## config.mk

```make
export PLATFORM = sky130hd
export DESIGN_NAME = led_panel_top
export DESIGN_NICKNAME = d
export VERILOG_FILES = /design/src/rtl/led_panel_pkg.sv /design/src/rtl/frame_loader.sv /design/src/rtl/frame_ram.sv /design/src/rtl/led_panel_top.sv /design/src/rtl/pixel_fetch.sv /design/src/rtl/scan_sequencer.sv /design/src/rtl/scan_timer.sv /design/src/rtl/uart_byte_rx.sv
export VERILOG_INCLUDE_DIRS = /design/src /design/src/include
export SDC_FILE = /design/constraint.sdc
export NUM_CORES = 2
export LEC_CHECK = 0
export BUFFER_PORTS_ARGS = -buffer_cell sky130_fd_sc_hd__buf_2
export CAP_MARGIN = 15
export CORE_ASPECT_RATIO = 0.75
export CORE_MARGIN = 2
export CORE_UTILIZATION = 45
export CTS_CLUSTER_DIAMETER = 60
export DETAILED_ROUTE_END_ITERATION = 7
export GPL_ROUTABILITY_DRIVEN = 0
export PLACE_DENSITY_LB_ADDON = 0.25
export SKIP_CTS_REPAIR_TIMING = 1
export SLEW_MARGIN = 15
export SYNTH_ARGS = -nofsm -noshare
export SYNTH_HDL_FRONTEND = slang
export SYNTH_SLANG_ARGS = --single-unit
```

## constraint.sdc

```tcl
create_clock -name clk_root -period 3.2 [get_ports clk_root]
set_clock_uncertainty 0.2 [all_clocks]
set_input_delay 0.48 -clock clk_root [delete_from_list [all_inputs] [get_ports clk_root]]
set_output_delay 0.48 -clock clk_root [all_outputs]
set_load 0.01 [all_outputs]
```

## src/include/led_panel_defs.svh

```systemverilog
`ifndef LED_PANEL_DEFS_SVH
`define LED_PANEL_DEFS_SVH

// Panel geometry, two halves scanned together
`define PANEL_COLS 16
`define PANEL_ROWS 8
`define SCAN_ROWS  4

// Bits per colour channel
`define PLANES 4

// clk_root cycles per serial bit, small for simulation
`define UART_TICKS 8

// Display cycles of plane 0, doubled per plane
`define OE_UNIT 4

`endif

```

## src/rtl/led_panel_pkg.sv

```systemverilog
package led_panel_pkg;

    typedef struct packed {
        logic [3:0] red;
        logic [3:0] green;
        logic [3:0] blue;
    } pixel_t;

    typedef struct packed {
        logic [2:0] row;  // 0..3 top half, 4..7 bottom half
        logic [3:0] col;
    } pix_addr_t;

    typedef struct packed {
        logic [1:0] row;  // Scan row, drives both halves
        logic [3:0] col;
        logic [1:0] plane;
    } scan_pos_t;

    typedef struct packed {
        logic [2:0] rgb_en;    // Bit 0 red, 1 green, 2 blue
        logic [3:0] plane_en;
    } enables_t;

    typedef struct packed {
        logic      en;
        pix_addr_t addr;
        pixel_t    data;
    } ram_wr_t;

    typedef struct packed {
        logic [2:0] rgb_top;  // Same channel order as rgb_en
        logic [2:0] rgb_bot;
        logic       clk_pixel;
        logic       latch;
        logic       oe;       // Active high here, panel pin is usually inverted
        logic [1:0] row_addr;
    } panel_t;

    typedef enum logic [2:0] {IDLE, ADDR, HIGH, LOW, ENABLE} cmd_state_t;

    typedef enum logic [1:0] {SHIFT, DRAIN, LATCH, DISPLAY} scan_state_t;

endpackage

```

## src/rtl/frame_loader.sv

```systemverilog
module frame_loader import led_panel_pkg::*; (
    input  logic       clk_root,
    input  logic       rst,
    input  logic [7:0] rx_data,
    input  logic       rx_strobe,
    output ram_wr_t    ram_wr,
    output enables_t   enables
);

    cmd_state_t state;
    logic       wr_en;
    pix_addr_t  wr_addr;
    pixel_t     wr_pix;

    always_ff @(posedge clk_root) begin
        if (rst) begin
            state   <= IDLE;
            wr_en   <= 1'b0;
            enables <= '1;  // Everything shown until told otherwise
        end else begin
            wr_en <= 1'b0;
            if (rx_strobe) begin
                case (state)
                    IDLE: begin
                        if (rx_data == "W") begin
                            state <= ADDR;
                        end else if (rx_data == "E") begin
                            state <= ENABLE;
                        end
                    end
                    ADDR: state <= HIGH;
                    HIGH: state <= LOW;
                    LOW: begin
                        state <= IDLE;
                        wr_en <= 1'b1;  // Single-cycle write after the last byte
                    end
                    ENABLE: begin
                        state   <= IDLE;
                        enables <= '{rgb_en: rx_data[6:4], plane_en: rx_data[3:0]};
                    end
                    default: state <= IDLE;
                endcase
            end
        end
    end

    // Pixel assembled as the bytes arrive
    always_ff @(posedge clk_root) begin
        if (rx_strobe) begin
            case (state)
                ADDR: wr_addr <= rx_data[6:0];
                HIGH: wr_pix.red <= rx_data[3:0];
                LOW: begin
                    wr_pix.green <= rx_data[7:4];
                    wr_pix.blue  <= rx_data[3:0];
                end
                default: ;
            endcase
        end
    end

    assign ram_wr = '{en: wr_en, addr: wr_addr, data: wr_pix};

endmodule

```

## src/rtl/frame_ram.sv

```systemverilog
`include "led_panel_defs.svh"

module frame_ram import led_panel_pkg::*; (
    input  logic      clk_root,
    input  ram_wr_t   ram_wr,
    input  pix_addr_t rd_addr,
    output pixel_t    rd_data
);

    localparam int DEPTH = `PANEL_ROWS * `PANEL_COLS;

    pixel_t mem [DEPTH];

    // Blank frame at power-up
    initial begin
        for (int i = 0; i < DEPTH; i++) begin
            mem[i] = '0;
        end
    end

    // Port A, loader writes
    always_ff @(posedge clk_root) begin
        if (ram_wr.en) begin
            mem[ram_wr.addr] <= ram_wr.data;
        end
    end

    // Port B, scan reads, old data on a same-cycle collision
    always_ff @(posedge clk_root) begin
        rd_data <= mem[rd_addr];
    end

endmodule

```

## src/rtl/led_panel_top.sv

```systemverilog
module led_panel_top import led_panel_pkg::*; (
    input  logic   clk_root,
    input  logic   rst,
    input  logic   uart_rx,
    output panel_t panel
);

    logic [7:0] rx_data;
    logic       rx_strobe;
    ram_wr_t    ram_wr;
    enables_t   enables;
    pix_addr_t  rd_addr;
    pixel_t     rd_data;
    scan_pos_t  scan_pos;
    logic       fetch_valid;
    logic       col_start;
    logic       disp_start;
    logic [3:0] column;
    logic       col_done;
    logic       disp_done;
    logic       latch;
    logic       oe;
    logic [1:0] row_addr;
    logic [2:0] rgb_top;
    logic [2:0] rgb_bot;
    logic       clk_pixel;

    uart_byte_rx u_rx (.clk_root, .rst, .uart_rx, .rx_data, .rx_strobe);

    frame_loader u_loader (.clk_root, .rst, .rx_data, .rx_strobe, .ram_wr, .enables);

    frame_ram u_ram (.clk_root, .ram_wr, .rd_addr, .rd_data);

    scan_timer u_timer (
        .clk_root, .rst, .col_start, .disp_start, .plane(scan_pos.plane),
        .column, .col_done, .disp_done
    );

    scan_sequencer u_seq (
        .clk_root, .rst, .column, .col_done, .disp_done, .scan_pos, .fetch_valid,
        .col_start, .disp_start, .latch, .oe, .row_addr
    );

    pixel_fetch u_fetch (
        .clk_root, .rst, .scan_pos, .fetch_valid, .enables, .rd_addr, .rd_data,
        .rgb_top, .rgb_bot, .clk_pixel
    );

    assign panel = '{rgb_top: rgb_top, rgb_bot: rgb_bot, clk_pixel: clk_pixel,
                     latch: latch, oe: oe, row_addr: row_addr};

endmodule

```

## src/rtl/pixel_fetch.sv

```systemverilog
`include "led_panel_defs.svh"

module pixel_fetch import led_panel_pkg::*; (
    input  logic       clk_root,
    input  logic       rst,
    input  scan_pos_t  scan_pos,
    input  logic       fetch_valid,
    input  enables_t   enables,
    output pix_addr_t  rd_addr,
    input  pixel_t     rd_data,
    output logic [2:0] rgb_top,
    output logic [2:0] rgb_bot,
    output logic       clk_pixel
);

    logic       s1_valid;  // Top read issued, bottom read goes out now
    scan_pos_t  s1_pos;
    logic       s2_valid;  // Bottom word on rd_data
    logic [1:0] s2_plane;
    pixel_t     top_hold;

    function automatic logic [2:0] plane_bits(pixel_t pix, logic [1:0] pl, enables_t en);
        logic on;
        on = en.plane_en[pl];
        return {pix.blue[pl], pix.green[pl], pix.red[pl]} & en.rgb_en & {3{on}};
    endfunction

    // Bottom read has priority, fetches never land on back-to-back cycles
    always_comb begin
        if (s1_valid) begin
            rd_addr.row = 3'({1'b0, s1_pos.row} + `SCAN_ROWS);
            rd_addr.col = s1_pos.col;
        end else begin
            rd_addr.row = {1'b0, scan_pos.row};
            rd_addr.col = scan_pos.col;
        end
    end

    always_ff @(posedge clk_root) begin
        if (rst) begin
            s1_valid <= 1'b0;
            s2_valid <= 1'b0;
        end else begin
            s1_valid <= fetch_valid;
            s2_valid <= s1_valid;
        end
    end

    always_ff @(posedge clk_root) begin
        s1_pos   <= scan_pos;
        s2_plane <= s1_pos.plane;
        if (s1_valid) top_hold <= rd_data;  // Keep top until bottom arrives
    end

    assign rgb_top   = plane_bits(top_hold, s2_plane, enables);
    assign rgb_bot   = plane_bits(rd_data, s2_plane, enables);
    assign clk_pixel = s2_valid;

endmodule

```

## src/rtl/scan_sequencer.sv

```systemverilog
`include "led_panel_defs.svh"

module scan_sequencer import led_panel_pkg::*; (
    input  logic       clk_root,
    input  logic       rst,
    input  logic [3:0] column,
    input  logic       col_done,
    input  logic       disp_done,
    output scan_pos_t  scan_pos,
    output logic       fetch_valid,
    output logic       col_start,
    output logic       disp_start,
    output logic       latch,
    output logic       oe,
    output logic [1:0] row_addr
);

    scan_state_t state;
    logic [1:0]  row;
    logic [1:0]  plane;
    logic        pix_phase;  // Fetch on even cycles, fetch path reads twice per column
    logic        drain_cnt;

    always_ff @(posedge clk_root) begin
        if (rst) begin
            state      <= SHIFT;
            row        <= '0;
            plane      <= '0;
            pix_phase  <= 1'b0;
            drain_cnt  <= 1'b0;
            col_start  <= 1'b1;  // First SHIFT right out of reset
            disp_start <= 1'b0;
            row_addr   <= '0;
        end else begin
            col_start  <= 1'b0;
            disp_start <= 1'b0;
            case (state)
                SHIFT: begin
                    pix_phase <= ~pix_phase;  // Even cycle count, ends back at 0
                    if (col_done) state <= DRAIN;
                end
                DRAIN: begin
                    drain_cnt <= ~drain_cnt;
                    if (drain_cnt) begin
                        state    <= LATCH;
                        row_addr <= row;  // Row shown is the row just shifted
                    end
                end
                LATCH: begin
                    state      <= DISPLAY;
                    disp_start <= 1'b1;
                end
                DISPLAY: begin
                    if (disp_done) begin
                        state     <= SHIFT;
                        col_start <= 1'b1;
                        plane     <= plane + 1'b1;
                        if (plane == 2'(`PLANES - 1)) begin
                            plane <= '0;
                            row   <= (row == 2'(`SCAN_ROWS - 1)) ? 2'd0 : row + 1'b1;
                        end
                    end
                end
                default: state <= SHIFT;
            endcase
        end
    end

    assign scan_pos    = '{row: row, col: column, plane: plane};
    assign fetch_valid = (state == SHIFT) && !pix_phase;
    assign latch       = (state == LATCH);
    assign oe          = (state == DISPLAY);

endmodule

```

## src/rtl/scan_timer.sv

```systemverilog
`include "led_panel_defs.svh"

module scan_timer import led_panel_pkg::*; (
    input  logic       clk_root,
    input  logic       rst,
    input  logic       col_start,
    input  logic       disp_start,
    input  logic [1:0] plane,
    output logic [3:0] column,
    output logic       col_done,
    output logic       disp_done
);

    // Two cycles per column, pixel clock low then high
    localparam int COL_W  = $clog2(`PANEL_COLS) + 1;
    localparam int DISP_W = $clog2((`OE_UNIT << (`PLANES - 1)) + 1);

    logic [COL_W-1:0]  col_cnt;
    logic              col_run;
    logic              col_active;
    logic [DISP_W-1:0] disp_cnt;
    logic [DISP_W-1:0] disp_left;
    logic              disp_run;
    logic              disp_active;

    assign col_active = col_start | col_run;  // Counting starts in the start cycle
    assign column     = col_cnt[COL_W-1:1];
    assign col_done   = col_active && (col_cnt == COL_W'(2 * `PANEL_COLS - 1));

    // Cycles left including the current one
    assign disp_left   = disp_start ? (DISP_W'(`OE_UNIT) << plane) : disp_cnt;
    assign disp_active = disp_start | disp_run;
    assign disp_done   = disp_active && (disp_left == DISP_W'(1));

    always_ff @(posedge clk_root) begin
        if (rst) begin
            col_cnt  <= '0;
            col_run  <= 1'b0;
            disp_cnt <= '0;
            disp_run <= 1'b0;
        end else begin
            if (col_active) begin
                col_cnt <= col_cnt + 1'b1;  // Wraps back to 0 after the last column
                col_run <= !col_done;
            end
            if (disp_active) begin
                disp_cnt <= disp_left - 1'b1;
                disp_run <= !disp_done;
            end
        end
    end

endmodule

```

## src/rtl/uart_byte_rx.sv

```systemverilog
`include "led_panel_defs.svh"

module uart_byte_rx import led_panel_pkg::*; (
    input  logic       clk_root,
    input  logic       rst,
    input  logic       uart_rx,
    output logic [7:0] rx_data,
    output logic       rx_strobe
);

    localparam int TICK_W = $clog2(`UART_TICKS + 1);

    logic [1:0]        rx_sync;   // Two-flop synchronizer
    logic              rx_prev;
    logic              busy;
    logic [TICK_W-1:0] tick_cnt;
    logic [3:0]        bit_idx;   // 0 start, 1..8 data, 9 stop
    logic [7:0]        shift_q;
    logic              sample;

    assign sample = busy && (tick_cnt == '0);

    always_ff @(posedge clk_root) begin
        if (rst) begin
            rx_sync   <= 2'b11;  // Line idles high
            rx_prev   <= 1'b1;
            busy      <= 1'b0;
            tick_cnt  <= '0;
            bit_idx   <= '0;
            rx_strobe <= 1'b0;
        end else begin
            rx_sync   <= {rx_sync[0], uart_rx};
            rx_prev   <= rx_sync[1];
            rx_strobe <= 1'b0;
            if (!busy) begin
                if (rx_prev && !rx_sync[1]) begin  // Falling start edge
                    busy     <= 1'b1;
                    tick_cnt <= TICK_W'(`UART_TICKS / 2 - 1);  // Half bit to mid-start
                    bit_idx  <= '0;
                end
            end else if (!sample) begin
                tick_cnt <= tick_cnt - 1'b1;
            end else begin
                tick_cnt <= TICK_W'(`UART_TICKS - 1);
                bit_idx  <= bit_idx + 1'b1;
                if (bit_idx == 4'd0 && rx_sync[1]) begin
                    busy <= 1'b0;  // Glitch, not a real start bit
                end else if (bit_idx == 4'd9) begin
                    busy      <= 1'b0;
                    rx_strobe <= rx_sync[1];  // Bad stop bit drops the byte
                end
            end
        end
    end

    // LSB arrives first, shift in from the top
    always_ff @(posedge clk_root) begin
        if (sample && bit_idx >= 4'd1 && bit_idx <= 4'd8) begin
            shift_q <= {rx_sync[1], shift_q[7:1]};
        end
        if (sample && bit_idx == 4'd9) begin
            rx_data <= shift_q;
        end
    end

endmodule

```

==> results by group <==
Synthesis
  – Syn Nets: 4,460
  – Syn. warnings: 0
  – Syn Area/Cell: 14.7 um^2
  – Syn Inst Count: 4,438
  – Yosys reg bits: 1,656
  – Netlist cell types: 61
  – Sequential share of the synthesized area: 0.750
  – Synth async-reset ratio: 0
  – Mapped Area: 0.0653 mm^2
  – Main flop type after synthesis: edfxtp_1
  – Post-synth EDFFs: 1,583

STA
  – Fin crit share: 1.00
  – Tightest Pin Transition: 1.15 ns
  – Final Hold Viols: 0
  – Final Setup Violations: 1
  – F_max: 312 MHz
  – Final worst slack: -0.00358 ns
  – Hold WS: 0.137 ns
  – Relative slew slack: 0.231
  – Minimum clock period: 3.20 ns
  – Unrepaired setup endpoints after global routing: yes
  – Slew Viols, Final: 0

Placed design
  – Dpl cell area: 0.0703 mm^2
  – Dpl ws: -0.834 ns
  – Post-DP HPWL: 115,000 um
  – IO Port Bufs: 13
  – Inst Count DP: 6,524

Clock tree
  – CTS Sinks: 1,656
  – Clock-pin slew on the worst setup and hold paths: 0.07 ns
  – Clock Tree Root: clkbuf_16
  – Skew-Pair Late Insertion Delay: 0.79 ns
  – CTS tree: done
  – CTS buffer count: 154
  – H-tree depth: 4
  – Buffer depth of the longest clock path: 3

Critical path
  – Cell mode on critical path: buf_4
  – Cell breakdown of the critical path: mux2_8 -> buf_4 -> buf_4 -> mux2i_1 -> o221ai_4 -> a41oi_1 -> nor4_4 -> buf_4 -> o22ai_1 -> a21oi_1
  – Setup crit end kind: flop
  – CP required: 3.71 ns
  – WS Path Type: reg -> reg
  – Critical Path Fanout Max: 13
  – Worst path arrival time: 3.72 ns
  – Crit-path slowest cell: nor4_4
  – CP startpoint kind: flop
  – CP max stage delay: 0.43 ns

Power
  – Logic pwr share: 0.100
  – Switching share of power: 0.237
  – Internal power: 0.0351 W
  – Clock power share: 0.386
  – LEAKAGE: 25.1 nW
  – Max VDD drop: 0.000482 V
  – Power density over the cells: 603 mW/mm^2
  – Switching power total: 0.0109 W
  – Seq pwr share: 0.514

Detailed routing
  – Vias: 40,254
  – 1st-iter DRT viols: 5,141
  – Antenna-violating nets left: 0
  – WL final: 185,000 um
  – Wirelength per Cell: 27.2 um
  – Vias per std cell: 5.89
  – DR pass1 iterations: 5
  – Residual DRC: 0

GRT
  – Number of antenna violations at the first check in global routing: 3
  – GRT Total Usage: 0.244
  – First-pass GRT wire length: 265,000 um
  – Largest net degree at the start of global routing: 129
  – Remaining global-route overflow: 0
  – Vias in the first global route: 37,549

Layout
  – Commonest non-fill, non-tap cell in the layout: edfxtp_1
  – Final net count: 4,821
  – Area delta synth->final: 16.7%
  – Fin area: 0.0762 mm^2
  – Filler Cell Count: 11,746
  – Fin util: 0.527
  – Most frequent cells in the layout: edfxtp_1, nand2_1, mux2i_1
  – Cell Count, Final, Fillers Out: 6,829
  – Share of cells above drive strength 1: 0.167

Floorplan
  – Die Ht: 334 um
  – Die width: 444 um
  – Die footprint: 0.148 mm^2
  – Rows: 121
  – Top Ports: 14
  – Starting Density: 0.452
  – Core Area: 0.145 mm^2

Min path
  – Hold Crit Class: reg -> reg

Status
  – Status: complete, but fails checks
  – Failing checks: negative setup slack

Flow run
  – MaxCap Viol Count: 0
-- stage by stage --
step | power [W] | setup TNS (ns)
final | 0.0460 | -0.00358
after global routing | 0.0473 | -0.216
after CTS | 0.0458 | -4.66
after detailed placement | 0.0283 | -4.36
after global placement | 0.0282 | -4.03
after floorplan | 0.0265 | 0
-- cell type report --
cell class / instances / area, um^2 / area share
antenna: 1 / 2.50 / 0.0000328
clock buffer: 201 / 4200 / 0.0551
clock inverter: 78 / 584 / 0.00767
inverter: 17 / 63.8 / 0.000837
multi-input combinational: 2506 / 15800 / 0.207
sequential: 1656 / 49000 / 0.643
tap: 1906 / 2380 / 0.0313
timing repair buffer: 464 / 4230 / 0.0554
-- logic make-up after synthesis --
group,after synthesis,share of synthesized area
flops,1656,0.750
simple gates,1511,0.0994
compound gates,525,0.0520
mux,436,0.0719
buf+inv,276,0.0210
fa+ha+maj,19,0.00364
xor+xnor,15,0.00201
-- power groups by stage --
stage          logic, W  clock network (W)  registers, W
5_1_grt         0.00482             0.0188        0.0236
4_1_cts         0.00416             0.0180        0.0236
2_1_floorplan   0.00248                  0        0.0240
3_3_place_gp    0.00413                  0        0.0241
6_report        0.00459             0.0177        0.0237
3_5_place_dp    0.00414                  0        0.0241
-- synth_stat cells, types with 22 or more instances --
cell type  instances  area share
a21oi_1          217       0.017
a32oi_1           28      0.0038
buf_1             23      0.0013
buf_2            100      0.0077
buf_4             44      0.0051
clkbuf_1          86      0.0049
dfxtp_1           73       0.022
edfxtp_1        1583        0.73
mux2i_1          406       0.062
mux4_2            25      0.0086
nand2_1          831       0.048
nand3_1          309       0.024
nor2_1           186       0.011
nor2b_1           22      0.0021
nor3_1            43      0.0033
nor4_1            72      0.0069
o21ai_0           38      0.0029
o221ai_1          91       0.012
o22ai_1           63      0.0060
-- flip-flops by register name (all words and copies together), names as in the netlist, 2 cells and up --
signal,count
u_rx.rx_sync,2
u_seq.plane,2
u_ram.rd_data,12
u_seq.state,2
u_fetch.s1_pos,8
u_rx.bit_idx,4
u_loader.enables,7
u_rx.shift_q,8
u_fetch.s2_plane,2
u_rx.rx_data,8
u_ram.mem,1536
u_loader.ram_wr,19
u_rx.tick_cnt,4
u_timer.disp_cnt,6
u_fetch.top_hold,12
u_seq.row,2
u_timer.col_cnt,5
u_seq.row_addr,2
u_loader.state,3
-- per-layer routing --
layer | global-route usage | vias up | wire length, um
met5 | 0 | - | 27
li1 | - | 17603 | -
met4 | 0.0689 | 4 | 4400
met3 | 0.0588 | 257 | 20500
met2 | 0.342 | 2032 | 78700
met1 | 0.376 | 20358 | 81900
-- path summary, 6_finish.rpt --
path                      from                   to  slack, ns  depth (start not counted)
max           u_fetch.s1_valid     u_ram.rd_data[3]     -0.004                         10
min          u_fetch.s1_pos[0]  u_fetch.s2_plane[0]       0.14                          0
max reg2reg   u_fetch.s1_valid     u_ram.rd_data[3]     -0.004                         10
min reg2reg  u_fetch.s1_pos[0]  u_fetch.s2_plane[0]       0.14                          0
-- critical path, delay by kind of cell, from the launching register on --
| family | cells | cell delay, ns |
|---|---|---|
| compound gates | 4 | 0.83 |
| buf+inv | 3 | 0.66 |
| mux | 2 | 0.59 |
| simple gates | 1 | 0.43 |
| flops | 1 | 0.42 |
No activity file was read; power rests on OpenSTA's default activity.
